==> src/miner_pkg.sv <==
// package: block, nonce and counter widths, block template, csr address map
`default_nettype none

package miner_pkg;

  //////////////////////////////////////////////////
  // work block geometry
  //////////////////////////////////////////////////

  // bytes and bits in one work block
  localparam int BLOCK_BYTES    = 76;
  localparam int BLOCK_W        = BLOCK_BYTES * 8;

  // nonce field, little endian inside the block
  localparam int NONCE_W        = 32;
  localparam int NONCE_BYTE_POS = 39;

  // template in transmission byte order
  // first literal byte is block byte 0
  // bytes 39..42 are zero, overwritten by the nonce
  localparam logic [BLOCK_W-1:0] BLOCK_TEMPLATE_RAW = {
    32'h0E0EF8C1, 32'h9D6B05A4, 32'h27E1B3F0, 32'h6A4C1D92,
    32'hB85E7730, 32'h41F2C9AD, 32'h0C93E51B, 32'hD47A2866,
    32'h5B0F91E3, 32'hA8C63400, 32'h0000007F, 32'h62D5A14C,
    32'hF03B8E29, 32'h97C41A5D, 32'h2E86F0B3, 32'hC15D7A48,
    32'h04B9E26F, 32'h7DA3105C, 32'h8F62CB91
  };

  //////////////////////////////////////////////////
  // engine result
  //////////////////////////////////////////////////

  // hash result width from the engine
  localparam int RESULT_W = 256;

  //////////////////////////////////////////////////
  // statistics and csr map
  //////////////////////////////////////////////////

  // issued, retired and cycle counters
  localparam int CNT_W      = 32;
  // each count packed into csr 0
  localparam int STAT_W     = 16;

  localparam int CSR_W      = 32;
  localparam int CSR_ADDR_W = 2;

  // retired in upper half, issued in lower half
  localparam logic [CSR_ADDR_W-1:0] CSR_COUNTS      = 2'd0;
  // run cycles since first valid work
  localparam logic [CSR_ADDR_W-1:0] CSR_CYCLES      = 2'd1;
  // cycles to first result
  localparam logic [CSR_ADDR_W-1:0] CSR_LATENCY     = 2'd2;
  // low word of last accepted result
  localparam logic [CSR_ADDR_W-1:0] CSR_LAST_RESULT = 2'd3;

endpackage

`default_nettype wire
==> src/miner_harness_top.sv <==
// module miner_harness_top: run control, work source and perf monitor around an external engine
`default_nettype none
`timescale 1ns/1ps

module miner_harness_top import miner_pkg::*; (
  input  logic                  clk_slow,
  input  logic                  rst_n_c_slow,

  // host command and status
  input  logic                  i_start,
  input  logic                  i_exit,
  output logic                  o_busy,
  output logic                  o_done,

  // work channel to the engine
  output logic                  o_work_valid,
  input  logic                  i_work_ready,
  output logic [BLOCK_W-1:0]    o_work_data,
  output logic [NONCE_W-1:0]    o_work_nonce,

  // result channel from the engine
  input  logic                  i_result_valid,
  output logic                  o_result_ready,
  input  logic [RESULT_W-1:0]   i_result_data,

  // status readback
  input  logic [CSR_ADDR_W-1:0] i_csr_addr,
  output logic [CSR_W-1:0]      o_csr_rdata
);

  //////////////////////////////////////////////////
  // internal wires
  //////////////////////////////////////////////////

  logic run;
  logic start_pulse;
  logic exit_cmd;
  logic work_valid;
  logic work_fire;

  // transfer on the work channel
  assign work_fire    = work_valid & i_work_ready;
  assign o_work_valid = work_valid;

  //////////////////////////////////////////////////
  // control
  //////////////////////////////////////////////////

  run_control u_run_control (
    .clk_slow      (clk_slow),
    .rst_n_c_slow  (rst_n_c_slow),
    .i_start       (i_start),
    .i_exit        (i_exit),
    .o_busy        (o_busy),
    .o_done        (o_done),
    .o_run         (run),
    .o_start_pulse (start_pulse),
    .o_exit        (exit_cmd)
  );

  //////////////////////////////////////////////////
  // work generation
  //////////////////////////////////////////////////

  work_source u_work_source (
    .clk_slow      (clk_slow),
    .rst_n_c_slow  (rst_n_c_slow),
    .i_run         (run),
    .i_start_pulse (start_pulse),
    .o_work_valid  (work_valid),
    .i_work_ready  (i_work_ready),
    .o_work_data   (o_work_data),
    .o_work_nonce  (o_work_nonce)
  );

  //////////////////////////////////////////////////
  // statistics and csr
  //////////////////////////////////////////////////

  perf_monitor u_perf_monitor (
    .clk_slow       (clk_slow),
    .rst_n_c_slow   (rst_n_c_slow),
    .i_run          (run),
    .i_start_pulse  (start_pulse),
    .i_exit         (exit_cmd),
    .i_work_fire    (work_fire),
    .i_result_valid (i_result_valid),
    .i_result_data  (i_result_data),
    .o_result_ready (o_result_ready),
    .i_csr_addr     (i_csr_addr),
    .o_csr_rdata    (o_csr_rdata)
  );

endmodule

`default_nettype wire

==> src/perf_monitor.sv <==
// module perf_monitor: event and cycle counters, first-result latency, exit snapshot, csr read
`default_nettype none
`timescale 1ns/1ps

module perf_monitor import miner_pkg::*; (
  input  logic                  clk_slow,
  input  logic                  rst_n_c_slow,
  input  logic                  i_run,
  input  logic                  i_start_pulse,
  input  logic                  i_exit,
  input  logic                  i_work_fire,
  input  logic                  i_result_valid,
  input  logic [RESULT_W-1:0]   i_result_data,
  output logic                  o_result_ready,
  input  logic [CSR_ADDR_W-1:0] i_csr_addr,
  output logic [CSR_W-1:0]      o_csr_rdata
);

  //////////////////////////////////////////////////
  // result channel
  //////////////////////////////////////////////////

  logic result_fire;

  // no back pressure on results while running
  assign o_result_ready = i_run;
  assign result_fire    = i_result_valid & i_run;

  //////////////////////////////////////////////////
  // live counters
  //////////////////////////////////////////////////

  logic [CNT_W-1:0] issued_q;
  logic [CNT_W-1:0] retired_q;
  logic [CNT_W-1:0] cycles_q;
  logic [CNT_W-1:0] latency_q;
  logic             first_seen_q;
  logic [CSR_W-1:0] last_result_q;

  // start pulse clears everything for a new run
  // counters freeze once run falls
  always_ff @(posedge clk_slow) begin
    if (rst_n_c_slow || i_start_pulse) begin
      issued_q  <= '0;
      retired_q <= '0;
      cycles_q  <= '0;
    end else begin
      if (i_work_fire) begin
        issued_q <= issued_q + 1'b1;
      end
      if (result_fire) begin
        retired_q <= retired_q + 1'b1;
      end
      // zero in the first valid cycle, then one per run cycle
      if (i_run) begin
        cycles_q <= cycles_q + 1'b1;
      end
    end
  end

  // latency taken at the first result only
  // flag needed since the count may be zero there
  always_ff @(posedge clk_slow) begin
    if (rst_n_c_slow || i_start_pulse) begin
      latency_q    <= '0;
      first_seen_q <= 1'b0;
    end else if (result_fire && !first_seen_q) begin
      latency_q    <= cycles_q;
      first_seen_q <= 1'b1;
    end
  end

  // low word of the most recent result
  always_ff @(posedge clk_slow) begin
    if (rst_n_c_slow || i_start_pulse) begin
      last_result_q <= '0;
    end else if (result_fire) begin
      last_result_q <= i_result_data[CSR_W-1:0];
    end
  end

  //////////////////////////////////////////////////
  // exit snapshot
  //////////////////////////////////////////////////

  logic [CSR_W-1:0] snap_counts_q;
  logic [CSR_W-1:0] snap_cycles_q;
  logic [CSR_W-1:0] snap_latency_q;
  logic [CSR_W-1:0] snap_last_q;

  // reloaded every cycle exit stays high
  // settles a few cycles after run drops
  always_ff @(posedge clk_slow) begin
    if (rst_n_c_slow) begin
      snap_counts_q  <= '0;
      snap_cycles_q  <= '0;
      snap_latency_q <= '0;
      snap_last_q    <= '0;
    end else if (i_exit) begin
      // retired on top, issued below
      snap_counts_q  <= {retired_q[STAT_W-1:0], issued_q[STAT_W-1:0]};
      snap_cycles_q  <= cycles_q;
      snap_latency_q <= latency_q;
      snap_last_q    <= last_result_q;
    end
  end

  //////////////////////////////////////////////////
  // csr readback
  //////////////////////////////////////////////////

  // plain mux on the address, no read strobe
  always_comb begin
    case (i_csr_addr)
      CSR_COUNTS:      o_csr_rdata = snap_counts_q;
      CSR_CYCLES:      o_csr_rdata = snap_cycles_q;
      CSR_LATENCY:     o_csr_rdata = snap_latency_q;
      CSR_LAST_RESULT: o_csr_rdata = snap_last_q;
      default:         o_csr_rdata = '0;
    endcase
  end

endmodule

`default_nettype wire

==> src/work_source.sv <==
// module work_source: nonce counter, template byte reversal, nonce insertion, work valid/ready
`default_nettype none
`timescale 1ns/1ps

module work_source import miner_pkg::*; (
  input  logic               clk_slow,
  input  logic               rst_n_c_slow,
  input  logic               i_run,
  input  logic               i_start_pulse,
  output logic               o_work_valid,
  input  logic               i_work_ready,
  output logic [BLOCK_W-1:0] o_work_data,
  output logic [NONCE_W-1:0] o_work_nonce
);

  //////////////////////////////////////////////////
  // block template
  //////////////////////////////////////////////////

  // template in block byte order
  logic [BLOCK_W-1:0] block_tpl;

  // transmission byte 0 sits at the top of the literal
  // block byte 0 sits at the bottom of the bus
  for (genvar i = 0; i < BLOCK_BYTES; i++) begin : g_rev
    assign block_tpl[i*8 +: 8] = BLOCK_TEMPLATE_RAW[(BLOCK_BYTES-1-i)*8 +: 8];
  end

  //////////////////////////////////////////////////
  // nonce and valid
  //////////////////////////////////////////////////

  logic [NONCE_W-1:0] nonce_q;
  logic               valid_q;
  logic               work_valid;
  logic               work_fire;

  // armed one cycle after run, so low in the start pulse cycle
  always_ff @(posedge clk_slow) begin
    if (rst_n_c_slow) begin
      valid_q <= 1'b0;
    end else begin
      valid_q <= i_run;
    end
  end

  // drops together with run on exit
  assign work_valid = valid_q & i_run;
  assign work_fire  = work_valid & i_work_ready;

  // one item in flight, next nonce on each transfer
  // held while the engine stalls
  always_ff @(posedge clk_slow) begin
    if (rst_n_c_slow) begin
      nonce_q <= '0;
    end else if (i_start_pulse) begin
      nonce_q <= '0;
    end else if (work_fire) begin
      nonce_q <= nonce_q + 1'b1;
    end
  end

  //////////////////////////////////////////////////
  // nonce insertion
  //////////////////////////////////////////////////

  // bytes 39..42 carry the nonce, lsb first
  always_comb begin
    o_work_data = block_tpl;
    o_work_data[NONCE_BYTE_POS*8 +: NONCE_W] = nonce_q;
  end

  assign o_work_nonce = nonce_q;
  assign o_work_valid = work_valid;

endmodule

`default_nettype wire

==> src/run_control.sv <==
// module run_control: busy flag, start synchroniser, start pulse, exit register, done pulse
`default_nettype none
`timescale 1ns/1ps

module run_control (
  input  logic clk_slow,
  input  logic rst_n_c_slow,
  input  logic i_start,
  input  logic i_exit,
  output logic o_busy,
  output logic o_done,
  output logic o_run,
  output logic o_start_pulse,
  output logic o_exit
);

  //////////////////////////////////////////////////
  // host command side
  //////////////////////////////////////////////////

  logic       busy_q;
  logic       exit_q;
  logic       exit_d_q;
  logic [1:0] run_sync_q;
  logic       run_d_q;
  logic       done;

  // one pulse on the first cycle of registered exit
  assign done = exit_q & ~exit_d_q;

  // busy set by start, cleared by done
  // done wins if both land together
  always_ff @(posedge clk_slow) begin
    if (rst_n_c_slow || done) begin
      busy_q <= 1'b0;
    end else if (i_start) begin
      busy_q <= 1'b1;
    end
  end

  // exit command, registered once
  always_ff @(posedge clk_slow) begin
    if (rst_n_c_slow) begin
      exit_q   <= 1'b0;
      exit_d_q <= 1'b0;
    end else begin
      exit_q   <= i_exit;
      exit_d_q <= exit_q;
    end
  end

  //////////////////////////////////////////////////
  // run domain
  //////////////////////////////////////////////////

  // two flop sync of busy into run
  always_ff @(posedge clk_slow) begin
    if (rst_n_c_slow) begin
      run_sync_q <= 2'b00;
      run_d_q    <= 1'b0;
    end else begin
      run_sync_q <= {run_sync_q[0], busy_q};
      run_d_q    <= run_sync_q[1];
    end
  end

  assign o_busy        = busy_q;
  assign o_done        = done;
  assign o_run         = run_sync_q[1];
  // rising edge of run clears the statistics
  assign o_start_pulse = run_sync_q[1] & ~run_d_q;
  assign o_exit        = exit_q;

endmodule

`default_nettype wire

==> config.mk <==
export PLATFORM = sky130hd
export DESIGN_NAME = miner_harness_top
export DESIGN_NICKNAME = d
export VERILOG_FILES = /design/src/miner_pkg.sv /design/src/miner_harness_top.sv /design/src/perf_monitor.sv /design/src/work_source.sv /design/src/run_control.sv
export SDC_FILE = /design/constraint.sdc
export NUM_CORES = 1
export LEC_CHECK = 0
export BUFFER_PORTS_ARGS = -buffer_cell sky130_fd_sc_hd__clkbuf_2
export CORE_AREA = 8 8 360 362
export DETAILED_ROUTE_END_ITERATION = 10
export DIE_AREA = 0 0 368 370
export PLACE_DENSITY = 0.39
export SYNTH_ARGS = -nofsm -noshare
export SYNTH_HDL_FRONTEND = slang
export SYNTH_SLANG_ARGS = --single-unit
==> constraint.sdc <==
create_clock -name clk_slow -period 1.7 [get_ports clk_slow]
set_input_delay 0 -clock clk_slow [delete_from_list [all_inputs] [get_ports clk_slow]]
set_output_delay 0 -clock clk_slow [all_outputs]
set_load 0.01 [all_outputs]
==> flow_summary.yaml <==
run_status:
  status: "finished clean"
clocking:
  clockRootBuffer: "clkbuf_16"
  htree_levels: 2
  numClockSinks: 295
  path_clk_slew_ps: 60
  max-clock-path-buffers: 3
  cts-buffers-inserted: 37
  clock_latency_ps: 560
  cts_tree: "built"
synth:
  syn_inst: 1855
  ys_seq_area_frac: 0.360
  async_flop_share: 0
  synth_ff_type: "dfxtp_1"
  yosysTopAreaCell: "dfxtp_1"
  yosysMostFrequentCell: "buf_4"
  yosys.area_share.simple: 0.143
  synth_edf_count: 0
  synth-adder-area-share: 0.00305
  synth_area_leaders: "dfxtp_1 36%, buf_4 28%, mux2i_1 7.9%, nor2_1 5.0%, mux4_2 4.4%"
  synth_mux_area_frac: 0.123
  synth_seq_cells: 295
  ys_types: 35
  synth-xor-area-share: 0.0427
  synth_common_cells: "608 x buf_4, 295 x dfxtp_1, 220 x nor2_1"
  yosysTopAreaCellShare: 0.360
  synth_top_family_by_area: "buffers and inverters"
  synth_compound_area_frac: 0.0282
  yosysWarnings: 0
  synth.avg_cell_area_um2: 8.84
  syn_area_mm2: 0.0164
detailed_routing:
  vias: 10905
  drtAntennaViolNets: 0
  drc: 0
  wl_per_cell_um: 13.0
  drt-vias-per-instance: 2.90
  first_iter_violations: 341
  first_pass_iters: 5
  routed_wl_um: 48700
placed_design:
  place_area_mm2: 0.0176
  dp_slack_ps: -93.3
  finalWeightedCongestion: 0.699
  hpwl_um: 36700
  portBuffers: 139
cells_and_area:
  final_cell_area_mm2: 0.0195
  syn_to_final_growth_pct: 18.9
  antenna_cells: 0
  fillers: 14110
  nNetsFinal: 2346
  drive_gt1_frac: 0.192
worst_hold_path:
  hold_depth: 5
  worst_hold_path_type: "in -> reg"
  hold_end: "u_work_source.o_work_nonce[1]"
  holdCritStartpoint: "i_work_ready"
power:
  power_density_mw_per_mm2: 846
  ir_drop_v: 0.000684
  total_leakage_power_nw: 8.18
floorplanning:
  start_util: 0.132
  core_mm2: 0.124
  row_count: 130
  ios: 940
  die_width_um: 368
  die_area_mm2: 0.136
  fp.dieH_um: 370
setup_path:
  arrival_ps: 1630
  cp_slowest_cell: "mux4_2"
  end_kind: "output port"
  critical_path.top_delay_family: "multiplexers"
  critPathMaxStageDelay_ps: 540
  start_kind: "register"
  r2r_start: "u_run_control.run_sync_q[1]"
  regToRegEndpoint: "u_work_source.o_work_nonce[24]"
  crit_buf_inv: 1
  r2r_cells: 7
  crit_fanout: 2
  crit_chain: "mux4_2 -> buf_8"
  regToRegSetupSlack_ps: 90
  crit_type: "reg -> out"
  worstPathRequired_ps: 1700
timing:
  worstMarginPinSlew_ps: 510
  finalCritPeriodShare: 0.959
  timing.fmax_mhz: 613
  rsz0062_at_grt: "true"
  setup_viol: 0
  clock_skew_ps: 27.8
  finalCriticalPeriod_ps: 1630
  setup_ws_ps: 69.2
  hold_viol_final: 0
  drv_slew: 0
  slew_headroom: 0.660
global_route:
  grt_max_degree: 62
  grt_first_pass_wirelength_um: 69200
  track_usage: 0.0653
  grt_pass1_vias: 10673
  grt.overflow.total: 0
  grt_antenna_before_repair: 2
flow_run:
  cap_violations: 0
[where the power goes]
| group | switching, mW | total, mW | internal, mW |
|---|---|---|---|
| logic | 1.01 | 1.29 | 0.277 |
| registers | 0.0188 | 6.95 | 6.93 |
| clock network | 3.32 | 8.25 | 4.93 |
[routing by layer]
layer  global-route usage  wire length [um]
met1               0.0872             22400
met2                0.102             22000
met3               0.0212              3520
met4               0.0138               759
met5                    0                 0
[state kept, by name (all words and copies together), names as in the netlist, 32 cells and up]
register / cells
u_perf_monitor.cycles_q: 32
u_perf_monitor.last_result_q: 32
u_perf_monitor.latency_q: 32
u_perf_monitor.snap_counts_q: 32
u_perf_monitor.snap_cycles_q: 32
u_perf_monitor.snap_last_q: 32
u_perf_monitor.snap_latency_q: 32
u_work_source.o_work_nonce: 32
[area by class of cell]
type / instances / area [um^2] / share of cell area
Inverter: 7 / 26.3 / 0.00135
Clock buffer: 46 / 1020 / 0.0523
Multi-Input combinational cell: 1436 / 7910 / 0.406
Sequential cell: 295 / 5930 / 0.304
Clock inverter: 20 / 267 / 0.0137
Timing Repair Buffer: 301 / 2270 / 0.117
Tap cell: 1650 / 2060 / 0.106
[cells by family after synthesis]
family,after synthesis
fa+ha+maj,4
compound gates,92
xor+xnor,80
other cells,2
simple gates,523
mux,161
flops,295
buf+inv,698
[worst min-delay path: stages]
cell	delay, ps
clkbuf_2	120
and3_4	180
buf_12	130
nand2_1	60
a21oi_1	50
[cell usage in the layout, fill, tap and decap left out, types with 3 or more instances in the layout]
| cell | netlist | final |
|---|---|---|
| a21oi_1 | 79 | 78 |
| and3_1 | 20 | 19 |
| and4_1 | 12 | 10 |
| buf_12 | 0 | 15 |
| buf_4 | 608 | 104 |
| buf_6 | 0 | 5 |
| bufinv_16 | 0 | 4 |
| clkbuf_1 | 62 | 3 |
| clkbuf_16 | 0 | 37 |
| clkbuf_2 | 0 | 136 |
| clkbuf_8 | 0 | 6 |
| clkinv_2 | 0 | 7 |
| clkinv_4 | 0 | 3 |
| clkinvlp_4 | 0 | 3 |
| conb_1 | 2 | 576 |
| dfxtp_1 | 295 | 282 |
| dfxtp_2 | 0 | 11 |
| dlygate4sd3_1 | 0 | 36 |
| ha_1 | 4 | 4 |
| inv_1 | 7 | 7 |
| mux2i_1 | 129 | 129 |
| mux4_2 | 32 | 32 |
| nand2_1 | 162 | 161 |
| nand3_1 | 33 | 30 |
| nand3_2 | 1 | 4 |
| nand4_1 | 26 | 26 |
| nor2_1 | 220 | 219 |
| nor2b_1 | 6 | 5 |
| nor3_1 | 9 | 8 |
| nor4_4 | 1 | 8 |
| o21ai_0 | 12 | 12 |
| or3_1 | 12 | 12 |
| xnor2_1 | 28 | 28 |
| xor2_1 | 52 | 52 |
[metrics by stage]
step                hold slack, ps  TNS [ps]  instances  total power [mW]  utilization
CTS                           54.3     -22.8       3748              16.8        0.155
finish                        55.3         0       3755              16.5        0.157
floorplan                      128     -38.0       2429              8.97            -
global placement               220      -498       3644              8.26        0.141
detailed placement             220      -543       3644              8.26        0.141
global route                  68.4     -38.2       3755              17.3        0.157
[worst max-delay path by stage]
stage	start	to	slack, ps	cells after the start
final	u_perf_monitor.snap_last_q[31]	o_csr_rdata[31]	70	2
after global routing	u_perf_monitor.cycles_q[3]	u_perf_monitor.cycles_q[18]	-30	7
after CTS	u_perf_monitor.snap_last_q[10]	o_csr_rdata[10]	-10	2
after detailed placement	u_run_control.run_sync_q[1]	u_perf_monitor.issued_q[15]	-90	7
after global placement	u_run_control.run_sync_q[1]	u_perf_monitor.issued_q[15]	-80	7
after floorplan	u_run_control.run_sync_q[1]	u_perf_monitor.cycles_q[31]	-20	6
[timing repair]
action                                  4_1_cts  5_1_grt
setup buffers                                 1        8
hold buffers                                 36        0
endpoints found under the setup margin       23       41
cloned                                        1        1
endpoints found under the hold margin        62        0
gates resized for setup                      12       30
pin swaps                                     0       10
Power figures use the tool's default switching activity.
